$ cat config.mk
export PLATFORM = sky130hd
export DESIGN_NAME = i2c_handler
export DESIGN_NICKNAME = d
export VERILOG_FILES = /design/src/design/i2c_handler_pkg.sv /design/src/design/cmd_capture.sv /design/src/design/handler_ctrl.sv /design/src/design/i2c_handler.sv /design/src/design/upload_queue.sv
export SDC_FILE = /design/constraint.sdc
export NUM_CORES = 2
export LEC_CHECK = 0
export BUFFER_PORTS_ARGS = -buffer_cell sky130_fd_sc_hd__clkbuf_2
export CELL_PAD_IN_SITES_DETAIL_PLACEMENT = 0
export CELL_PAD_IN_SITES_GLOBAL_PLACEMENT = 1
export CORE_ASPECT_RATIO = 1.5
export CORE_MARGIN = 3
export CORE_UTILIZATION = 35
export CTS_BUF_LIST = sky130_fd_sc_hd__clkbuf_16
export CTS_CLUSTER_SIZE = 28
export DETAILED_ROUTE_END_ITERATION = 7
export GPL_TIMING_DRIVEN = 0
export PLACE_DENSITY = 0.54
export SLEW_MARGIN = 0
export SYNTH_ARGS = -nofsm -noshare
export SYNTH_HDL_FRONTEND = slang
export SYNTH_SLANG_ARGS = --single-unit
$ cat constraint.sdc
create_clock -name clk -period 4.2 [get_ports clk]
set_clock_uncertainty 0.2 [all_clocks]
set_input_delay 0.42 -clock clk [delete_from_list [all_inputs] [get_ports clk]]
set_output_delay 0.42 -clock clk [all_outputs]
set_load 0.03 [all_outputs]
$ cat src/design/i2c_handler_pkg.sv
`default_nettype none

package i2c_handler_pkg;

    // data byte for payload, write data, read data and upload data
    typedef logic [7:0] byte_t;
    // i2c register address, 8-bit mode only
    typedef logic [7:0] reg_addr_t;
    // 7-bit i2c device address
    typedef logic [6:0] slave_addr_t;
    // payload length or byte count of a job
    typedef logic [15:0] count_t;

    // command type codes
    localparam byte_t CMD_I2C_CONFIG = 8'h04;
    localparam byte_t CMD_I2C_TX     = 8'h05;
    localparam byte_t CMD_I2C_RX     = 8'h06;

    // write buffer and upload queue depths, powers of two
    localparam int TX_DEPTH_DEFAULT  = 256;
    localparam int UPQ_DEPTH_DEFAULT = 256;

    typedef enum logic [2:0] {
        ST_IDLE,
        ST_CAP_CFG,
        ST_CAP_TX,
        ST_CAP_RX,
        ST_WRITE,
        ST_READ,
        ST_DRAIN
    } handler_state_t;

endpackage

`default_nettype wire

$ cat src/design/cmd_capture.sv
`timescale 1ns/1ps
`default_nettype none

module cmd_capture #(
    parameter int TX_DEPTH = i2c_handler_pkg::TX_DEPTH_DEFAULT
) (
    input  wire                          clk,
    input  wire                          rst_n,
    input  wire                          cap_cfg,
    input  wire                          cap_tx,
    input  wire                          cap_rx,
    input  wire                          cmd_data_valid,
    input  wire i2c_handler_pkg::count_t cmd_data_index,
    input  wire i2c_handler_pkg::byte_t  cmd_data,
    input  wire i2c_handler_pkg::byte_t  offset,
    output i2c_handler_pkg::slave_addr_t device_id,
    output i2c_handler_pkg::reg_addr_t   base_reg,
    output i2c_handler_pkg::count_t      rx_len,
    output i2c_handler_pkg::byte_t       wr_data
);
    import i2c_handler_pkg::*;

    // buffer index width
    localparam int TX_AW = (TX_DEPTH > 1) ? $clog2(TX_DEPTH) : 1;

    byte_t  tx_buf [TX_DEPTH];
    // payload byte k lands in slot k-1
    count_t slot;
    logic   buf_we;
    logic   data_first;

    assign slot       = cmd_data_index - 16'd1;
    assign data_first = (cmd_data_index == '0);

    // bytes beyond the buffer are dropped
    assign buf_we = cap_tx && cmd_data_valid && !data_first &&
                    (cmd_data_index <= count_t'(TX_DEPTH));

    always_ff @(posedge clk or negedge rst_n) begin
        if (!rst_n) begin
            device_id <= '0;
            base_reg  <= '0;
            rx_len    <= '0;
        end else if (cmd_data_valid) begin
            // config bytes 0..3 held the clock word, now unused
            if (cap_cfg && (cmd_data_index == 16'd4)) begin
                device_id <= cmd_data[6:0];
            end
            // byte 0 of a write or read is the base register
            if ((cap_tx || cap_rx) && data_first) begin
                base_reg <= cmd_data;
            end
            // read length arrives high byte first
            if (cap_rx && (cmd_data_index == 16'd1)) begin
                rx_len[15:8] <= cmd_data;
            end
            if (cap_rx && (cmd_data_index == 16'd2)) begin
                rx_len[7:0] <= cmd_data;
            end
        end
    end

    // write data buffer
    always_ff @(posedge clk) begin
        if (buf_we) begin
            tx_buf[slot[TX_AW-1:0]] <= cmd_data;
        end
    end

    // byte for the current write request, stable while offset holds
    assign wr_data = tx_buf[offset[TX_AW-1:0]];

endmodule

`default_nettype wire

$ cat src/design/handler_ctrl.sv
`timescale 1ns/1ps
`default_nettype none

module handler_ctrl #(
    parameter int TX_DEPTH = i2c_handler_pkg::TX_DEPTH_DEFAULT
) (
    input  wire                             clk,
    input  wire                             rst_n,
    input  wire i2c_handler_pkg::byte_t     cmd_type,
    input  wire i2c_handler_pkg::count_t    cmd_length,
    input  wire                             cmd_start,
    input  wire                             cmd_done,
    input  wire                             rw_done,
    input  wire i2c_handler_pkg::count_t    rx_len,
    input  wire i2c_handler_pkg::reg_addr_t base_reg,
    input  wire                             upq_full,
    input  wire                             upq_empty,
    output logic                            cmd_ready,
    output logic                            cap_cfg,
    output logic                            cap_tx,
    output logic                            cap_rx,
    output logic                            wr_req,
    output logic                            rd_req,
    output i2c_handler_pkg::byte_t          offset,
    output i2c_handler_pkg::reg_addr_t      reg_addr,
    output logic                            push
);
    import i2c_handler_pkg::*;

    // write jobs never run past the buffer
    localparam count_t TX_MAX = count_t'(TX_DEPTH);

    handler_state_t state;
    // requests still to complete in the current job
    count_t         remaining;
    // one request outstanding at the external controller
    logic           in_flight;
    // data bytes in a write payload, byte 0 being the register
    count_t         tx_len;

    assign tx_len = cmd_length - 16'd1;

    // commands are accepted while idle or capturing
    assign cmd_ready = (state == ST_IDLE) || (state == ST_CAP_CFG) ||
                       (state == ST_CAP_TX) || (state == ST_CAP_RX);

    // one-hot capture enables for the payload datapath
    assign cap_cfg = (state == ST_CAP_CFG);
    assign cap_tx  = (state == ST_CAP_TX);
    assign cap_rx  = (state == ST_CAP_RX);

    // register address wraps modulo 256
    assign reg_addr = base_reg + offset;

    // read data is valid together with rw_done
    assign push = (state == ST_READ) && in_flight && rw_done;

    always_ff @(posedge clk or negedge rst_n) begin
        if (!rst_n) begin
            state     <= ST_IDLE;
            remaining <= '0;
            offset    <= '0;
            in_flight <= 1'b0;
            wr_req    <= 1'b0;
            rd_req    <= 1'b0;
        end else begin
            // request strobes are single-cycle pulses
            wr_req <= 1'b0;
            rd_req <= 1'b0;

            // completion of the outstanding request moves to the next byte
            if (in_flight && rw_done) begin
                in_flight <= 1'b0;
                remaining <= remaining - 16'd1;
                offset    <= offset + 8'd1;
            end

            case (state)
                ST_IDLE: begin
                    if (cmd_start) begin
                        case (cmd_type)
                            CMD_I2C_CONFIG: state <= ST_CAP_CFG;
                            CMD_I2C_TX:     state <= ST_CAP_TX;
                            CMD_I2C_RX:     state <= ST_CAP_RX;
                            // unknown codes are dropped
                            default:        state <= ST_IDLE;
                        endcase
                    end
                end
                ST_CAP_CFG: begin
                    if (cmd_done) begin
                        state <= ST_IDLE;
                    end
                end
                ST_CAP_TX: begin
                    if (cmd_done) begin
                        offset <= '0;
                        if (cmd_length == '0) begin
                            state <= ST_IDLE;
                        end else begin
                            remaining <= (tx_len > TX_MAX) ? TX_MAX : tx_len;
                            state     <= ST_WRITE;
                        end
                    end
                end
                ST_CAP_RX: begin
                    if (cmd_done) begin
                        offset    <= '0;
                        remaining <= rx_len;
                        state     <= ST_READ;
                    end
                end
                ST_WRITE: begin
                    if (!in_flight) begin
                        if (remaining == '0) begin
                            state <= ST_IDLE;
                        end else begin
                            wr_req    <= 1'b1;
                            in_flight <= 1'b1;
                        end
                    end
                end
                ST_READ: begin
                    // hold off the next read while the queue has no room
                    if (!in_flight) begin
                        if (remaining == '0) begin
                            state <= ST_DRAIN;
                        end else if (!upq_full) begin
                            rd_req    <= 1'b1;
                            in_flight <= 1'b1;
                        end
                    end
                end
                ST_DRAIN: begin
                    if (upq_empty) begin
                        state <= ST_IDLE;
                    end
                end
                default: state <= ST_IDLE;
            endcase
        end
    end

endmodule

`default_nettype wire

$ cat src/design/i2c_handler.sv
`timescale 1ns/1ps
`default_nettype none

module i2c_handler #(
    parameter int TX_DEPTH  = i2c_handler_pkg::TX_DEPTH_DEFAULT,
    parameter int UPQ_DEPTH = i2c_handler_pkg::UPQ_DEPTH_DEFAULT
) (
    input  wire                          clk,
    input  wire                          rst_n,
    input  wire i2c_handler_pkg::byte_t  cmd_type,
    input  wire i2c_handler_pkg::count_t cmd_length,
    input  wire i2c_handler_pkg::byte_t  cmd_data,
    input  wire i2c_handler_pkg::count_t cmd_data_index,
    input  wire                          cmd_start,
    input  wire                          cmd_data_valid,
    input  wire                          cmd_done,
    input  wire i2c_handler_pkg::byte_t  rd_data,
    input  wire                          rw_done,
    input  wire                          upload_ready,
    output logic                         cmd_ready,
    output logic                         wr_req,
    output logic                         rd_req,
    output i2c_handler_pkg::reg_addr_t   reg_addr,
    output i2c_handler_pkg::byte_t       wr_data,
    output i2c_handler_pkg::slave_addr_t device_id,
    output logic                         upload_valid,
    output i2c_handler_pkg::byte_t       upload_data
);
    import i2c_handler_pkg::*;

    // capture enables from the FSM
    logic      cap_cfg;
    logic      cap_tx;
    logic      cap_rx;
    // byte position within the running job
    byte_t     offset;
    reg_addr_t base_reg;
    count_t    rx_len;
    logic      upq_full;
    logic      upq_empty;
    logic      push;

    handler_ctrl #(
        .TX_DEPTH (TX_DEPTH)
    ) u_ctrl (
        .clk, .rst_n, .cmd_type, .cmd_length, .cmd_start, .cmd_done, .rw_done,
        .rx_len, .base_reg, .upq_full, .upq_empty,
        .cmd_ready, .cap_cfg, .cap_tx, .cap_rx, .wr_req, .rd_req,
        .offset, .reg_addr, .push
    );

    cmd_capture #(
        .TX_DEPTH (TX_DEPTH)
    ) u_capture (
        .clk, .rst_n, .cap_cfg, .cap_tx, .cap_rx,
        .cmd_data_valid, .cmd_data_index, .cmd_data, .offset,
        .device_id, .base_reg, .rx_len, .wr_data
    );

    // read bytes go out to the host while reads continue
    upload_queue #(
        .UPQ_DEPTH (UPQ_DEPTH)
    ) u_upq (
        .clk, .rst_n, .push, .rd_data, .upload_ready,
        .upq_full, .upq_empty, .upload_valid, .upload_data
    );

endmodule

`default_nettype wire

$ cat src/design/upload_queue.sv
`timescale 1ns/1ps
`default_nettype none

module upload_queue #(
    parameter int UPQ_DEPTH = i2c_handler_pkg::UPQ_DEPTH_DEFAULT
) (
    input  wire                         clk,
    input  wire                         rst_n,
    input  wire                         push,
    input  wire i2c_handler_pkg::byte_t rd_data,
    input  wire                         upload_ready,
    output logic                        upq_full,
    output logic                        upq_empty,
    output logic                        upload_valid,
    output i2c_handler_pkg::byte_t      upload_data
);
    import i2c_handler_pkg::*;

    localparam int AW = (UPQ_DEPTH > 1) ? $clog2(UPQ_DEPTH) : 1;

    byte_t         mem [UPQ_DEPTH];
    logic [AW-1:0] wr_ptr;
    logic [AW-1:0] rd_ptr;
    logic [AW:0]   count;
    // set in the cycle after a strobe to space the bytes out
    logic          gap;
    logic          do_push;

    assign upq_full  = (count == (AW+1)'(UPQ_DEPTH));
    assign upq_empty = (count == '0);
    assign do_push   = push && !upq_full;

    // strobe only while the receiver is ready, the byte leaves in that cycle
    assign upload_valid = !upq_empty && upload_ready && !gap;
    assign upload_data  = mem[rd_ptr];

    always_ff @(posedge clk or negedge rst_n) begin
        if (!rst_n) begin
            wr_ptr <= '0;
            rd_ptr <= '0;
            count  <= '0;
            gap    <= 1'b0;
        end else begin
            gap <= upload_valid;
            // pointers wrap naturally at a power-of-two depth
            if (do_push) begin
                wr_ptr <= wr_ptr + 1'b1;
            end
            if (upload_valid) begin
                rd_ptr <= rd_ptr + 1'b1;
            end
            case ({do_push, upload_valid})
                2'b10:   count <= count + 1'b1;
                2'b01:   count <= count - 1'b1;
                default: count <= count;
            endcase
        end
    end

    always_ff @(posedge clk) begin
        if (do_push) begin
            mem[wr_ptr] <= rd_data;
        end
    end

endmodule

`default_nettype wire

==> impl_metrics.xml <==
<?xml version="1.0" encoding="UTF-8"?>
<metrics>
  <group name="synthesis">
    <metric name="ys_seq_elements" unit="">4183</metric>
    <metric name="synth_seq_area_share" unit="%">76.8</metric>
    <metric name="synth_cells" unit="">7862</metric>
    <metric name="avg_synthesized_cell_area" unit="um2">20.7</metric>
    <metric name="syn_nets" unit="">7951</metric>
    <metric name="yosysWarningCount" unit="">0</metric>
    <metric name="synthFlopType" unit="">sky130_fd_sc_hd__edfxtp_1</metric>
    <metric name="synth_edf_count" unit="">4096</metric>
    <metric name="synth_top_cell_area_share" unit="%">75.5</metric>
    <metric name="synth.area.top_cells" unit="">sky130_fd_sc_hd__edfxtp_1 76%, sky130_fd_sc_hd__mux4_2 13%, sky130_fd_sc_hd__mux2i_1 1.7%, sky130_fd_sc_hd__nor2_1 1.4%, sky130_fd_sc_hd__dfrtp_1 1.3%</metric>
    <metric name="mappedNetlistArea" unit="mm2">0.163</metric>
    <metric name="netlist-cell-type-count" unit="">77</metric>
    <metric name="synth_top_cell_by_area" unit="">sky130_fd_sc_hd__edfxtp_1</metric>
    <metric name="synthArstFlopShare" unit="%">2.08</metric>
  </group>
  <group name="worst_setup_path">
    <metric name="critical_path_class" unit="">register to output port</metric>
    <metric name="worst_path_max_delay_cell" unit="">sky130_fd_sc_hd__a211oi_4</metric>
    <metric name="critical-path-max-stage-delay" unit="ns">0.60</metric>
    <metric name="critical_path_required" unit="ns">3.58</metric>
    <metric name="worstPathMaxFanout" unit="">10</metric>
    <metric name="crit_chain" unit="">clkbuf_2 -&gt; clkbuf_4 -&gt; clkbuf_8 -&gt; clkbuf_4 -&gt; buf_2 -&gt; o21ai_1 -&gt; a211oi_4 -&gt; o32ai_4 -&gt; clkbuf_8</metric>
    <metric name="timing.critical_path.from_type" unit="">register</metric>
    <metric name="critPathArrivalTime" unit="ns">4.90</metric>
    <metric name="cp-end-kind" unit="">output port</metric>
  </group>
  <group name="floorplan">
    <metric name="count_of_standard_cell_rows" unit="">306</metric>
    <metric name="die_width" unit="um">563</metric>
    <metric name="dieArea" unit="mm2">0.474</metric>
    <metric name="start_util" unit="%">35.2</metric>
    <metric name="floorplan.die.height" unit="um">842</metric>
    <metric name="top_level_ports" unit="">98</metric>
    <metric name="coreArea" unit="mm2">0.463</metric>
  </group>
  <group name="routing">
    <metric name="dr_wl_cell" unit="um">47.4</metric>
    <metric name="ant_nets" unit="">0</metric>
    <metric name="route.final.wire_length" unit="mm">737</metric>
    <metric name="drtPass1Iterations" unit="">6</metric>
    <metric name="detailroute.via_count" unit="">93700</metric>
    <metric name="drt-vias-per-instance" unit="">6.03</metric>
    <metric name="drt_iter0_drc" unit="">12800</metric>
    <metric name="remaining_drc_errors" unit="">0</metric>
  </group>
  <group name="outcome">
    <metric name="violated_checks" unit="">max-capacitance violations, max-slew violations, negative setup slack</metric>
    <metric name="outcome" unit="">complete, but fails checks</metric>
  </group>
  <group name="global_routing">
    <metric name="global_route.overflow_total" unit="">0</metric>
    <metric name="grt_start_max_net_pins" unit="">133</metric>
    <metric name="number_of_antenna_violations_at_the_first_check_in_global_routing" unit="">34</metric>
    <metric name="grt_use_total" unit="%">30.6</metric>
    <metric name="first_global_vias" unit="">93300</metric>
    <metric name="grt_pass1_wl" unit="mm">941</metric>
  </group>
  <group name="place">
    <metric name="dp_hpwl" unit="mm">493</metric>
    <metric name="post-place-cells" unit="">14200</metric>
    <metric name="preCtsSetupSlack" unit="ns">-3.58</metric>
    <metric name="gp_congestion" unit="">1.01</metric>
    <metric name="buffers_added_on_ports" unit="">94</metric>
    <metric name="placement.cell_area" unit="mm2">0.174</metric>
  </group>
  <group name="clocking">
    <metric name="tritoncts.num_buffers" unit="">415</metric>
    <metric name="clk-insertion-delay-late" unit="ns">1.00</metric>
    <metric name="cts-htree-levels" unit="">5</metric>
    <metric name="max_clock_buf_depth" unit="">4</metric>
    <metric name="cts_tree" unit="">done</metric>
    <metric name="clock_edge_transition_at_the_registers_on_the_reported_setup_and_hold_paths" unit="ns">0.07</metric>
    <metric name="root_buffer" unit="">sky130_fd_sc_hd__clkbuf_16</metric>
    <metric name="cts.sinks" unit="">4183</metric>
  </group>
  <group name="power">
    <metric name="p_clk_share" unit="%">26.0</metric>
    <metric name="worst_vdd_ir" unit="mV">0.563</metric>
    <metric name="logic_pwr_share" unit="%">42.4</metric>
    <metric name="power.net_switching" unit="mW">56.0</metric>
    <metric name="cellPowerDensity" unit="mW/mm2">723</metric>
    <metric name="p_int" unit="mW">90.1</metric>
    <metric name="pwr-share-seq" unit="%">31.6</metric>
    <metric name="p_leak" unit="nW">64.1</metric>
    <metric name="p_sw_share" unit="%">38.3</metric>
    <metric name="p_total" unit="mW">146</metric>
  </group>
  <group name="timing">
    <metric name="layout_worst_path_cycle_share" unit="%">131</metric>
    <metric name="finalMaxSlewViolations" unit="">8</metric>
    <metric name="finalSetupViolations" unit="">129</metric>
    <metric name="worst_slew_pin_slew" unit="ns">1.52</metric>
    <metric name="timing.final.ws_setup" unit="ns">-1.32</metric>
    <metric name="max_freq" unit="MHz">181</metric>
    <metric name="count_of_final_hold_check_violations" unit="">0</metric>
    <metric name="fin_crit" unit="ns">5.52</metric>
    <metric name="normalized_max_slew_margin" unit="%">-1.95</metric>
    <metric name="grt_setup_unrepaired" unit="">yes</metric>
  </group>
  <group name="finish">
    <metric name="fin_area" unit="mm2">0.202</metric>
    <metric name="synthToLayoutAreaGrowth" unit="%">24.0</metric>
    <metric name="final_cell_mix" unit="">4096 x sky130_fd_sc_hd__edfxtp_1, 958 x sky130_fd_sc_hd__mux4_2, 457 x sky130_fd_sc_hd__clkbuf_16</metric>
    <metric name="ratio_of_cells_with_drive_above_1_in_the_final_layout" unit="%">35.6</metric>
    <metric name="fin_cells" unit="">15500</metric>
    <metric name="layout.cells.most_common" unit="">sky130_fd_sc_hd__edfxtp_1</metric>
    <metric name="nNetsFinal" unit="">9081</metric>
    <metric name="final_core_util" unit="%">43.6</metric>
  </group>
  <group name="job">
    <metric name="drv.max_cap_violation_count" unit="">1</metric>
  </group>
  <group name="worst_hold_path">
    <metric name="min_path_type" unit="">input pin to register</metric>
  </group>
</metrics>
-- worst max-delay path, delay by kind of cell (launching register included) --
kind	cells	cell delay (ns)
compound gates	3	1.07
flops	1	0.49
buf+inv	6	2.20
-- power by group through the flow --
| stage | clock network (mW) | logic [mW] | registers (mW) |
|---|---|---|---|
| after floorplan | 0 | 19.2 | 46.9 |
| after global placement | 0 | 45.7 | 47.3 |
| final | 38.0 | 61.9 | 46.2 |
| after detailed placement | 0 | 47.1 | 47.0 |
| after CTS | 38.2 | 57.9 | 46.2 |
| after global routing | 39.8 | 60.8 | 46.2 |
-- cell type report --
cell class / instances / area, um2
Multi-Input combinational cell: 3184 / 40100
Buffer: 456 / 6330
Inverter: 29 / 134
Tap cell: 6160 / 7710
Antenna cell: 29 / 72.6
Clock buffer: 420 / 10500
Sequential cell: 4183 / 125000
Clock inverter: 352 / 3070
Timing Repair Buffer: 723 / 8880
Fill cell: 40100 / 261000
-- synth_stat cells, types with 74 or more instances --
| library cell | count |
|---|---|
| sky130_fd_sc_hd__nor2_1 | 604 |
| sky130_fd_sc_hd__a221oi_1 | 74 |
| sky130_fd_sc_hd__dfrtp_1 | 87 |
| sky130_fd_sc_hd__o21ai_0 | 100 |
| sky130_fd_sc_hd__buf_2 | 110 |
| sky130_fd_sc_hd__a21oi_1 | 111 |
| sky130_fd_sc_hd__clkbuf_1 | 285 |
| sky130_fd_sc_hd__mux2i_1 | 281 |
| sky130_fd_sc_hd__nand2_1 | 212 |
| sky130_fd_sc_hd__edfxtp_1 | 4096 |
| sky130_fd_sc_hd__mux4_2 | 958 |
| sky130_fd_sc_hd__a22oi_1 | 161 |
-- kinds of logic (layout without fill, tap and decap cells) --
family / after synthesis / after routing / synth area share (%)
fa+ha+maj: 26 / 26 / 0.209
other cells: 0 / 29 / 0
mux: 1277 / 1277 / 15.2
flops: 4183 / 4183 / 76.8
xor+xnor: 57 / 57 / 0.306
simple gates: 1087 / 1087 / 2.89
buf+inv: 495 / 1980 / 1.31
compound gates: 737 / 737 / 3.20
-- stage by stage --
| stage | setup TNS (ns) | hold WS (ns) |
|---|---|---|
| 6_report | -21.73 | 0.0616 |
| 5_1_grt | -18.73 | 0.0577 |
| 4_1_cts | -19.72 | 0.00314 |
| 3_5_place_dp | -4819.19 | 0.250 |
| 3_3_place_gp | - | 0.272 |
| 2_1_floorplan | 0 | -0.0756 |
-- path summary, 6_finish.rpt --
path	start	to	slack, ns	cells past startpoint
hold reg to reg	u_upq.gap$_DFF_PN0_	u_upq.gap$_DFF_PN0_	0.26	1
max in group asynchronous	rst_n	u_upq.rd_ptr[2]$_DFFE_PN0P_	2.96	4
hold / removal	cmd_length[11]	u_ctrl.state[2]$_DFFE_PN0P_	0.06	4
min in group asynchronous	rst_n	u_upq.count[3]$_DFFE_PN0P_	0.36	4
setup reg to reg	u_upq.wr_ptr[7]$_DFFE_PN0P_	u_upq.mem[185][2]$_DFFE_PP_	-0.08	5
setup / recovery	u_upq.rd_ptr[3]$_DFFE_PN0P_	upload_data[3]	-1.32	9
-- layer usage --
layer | up-vias | global-route usage (%) | wire length [um]
li1 | 35100 | - | -
met1 | 50700 | 32.3 | 233000
met2 | 5826 | 50.7 | 356000
met3 | 2074 | 5.68 | 54000
met4 | 12 | 30.3 | 93200
met5 | - | 0 | 90
-- what timing repair did --
item	4_1_cts	5_1_grt
pin swaps	114	96
endpoints found under the setup margin	3933	545
cloned	3	5
resized for setup	1823	310
buffers inserted	293	141
endpoints found under the hold margin	1351	1
hold buffers	61	2
(Power assumes the default switching activity.)
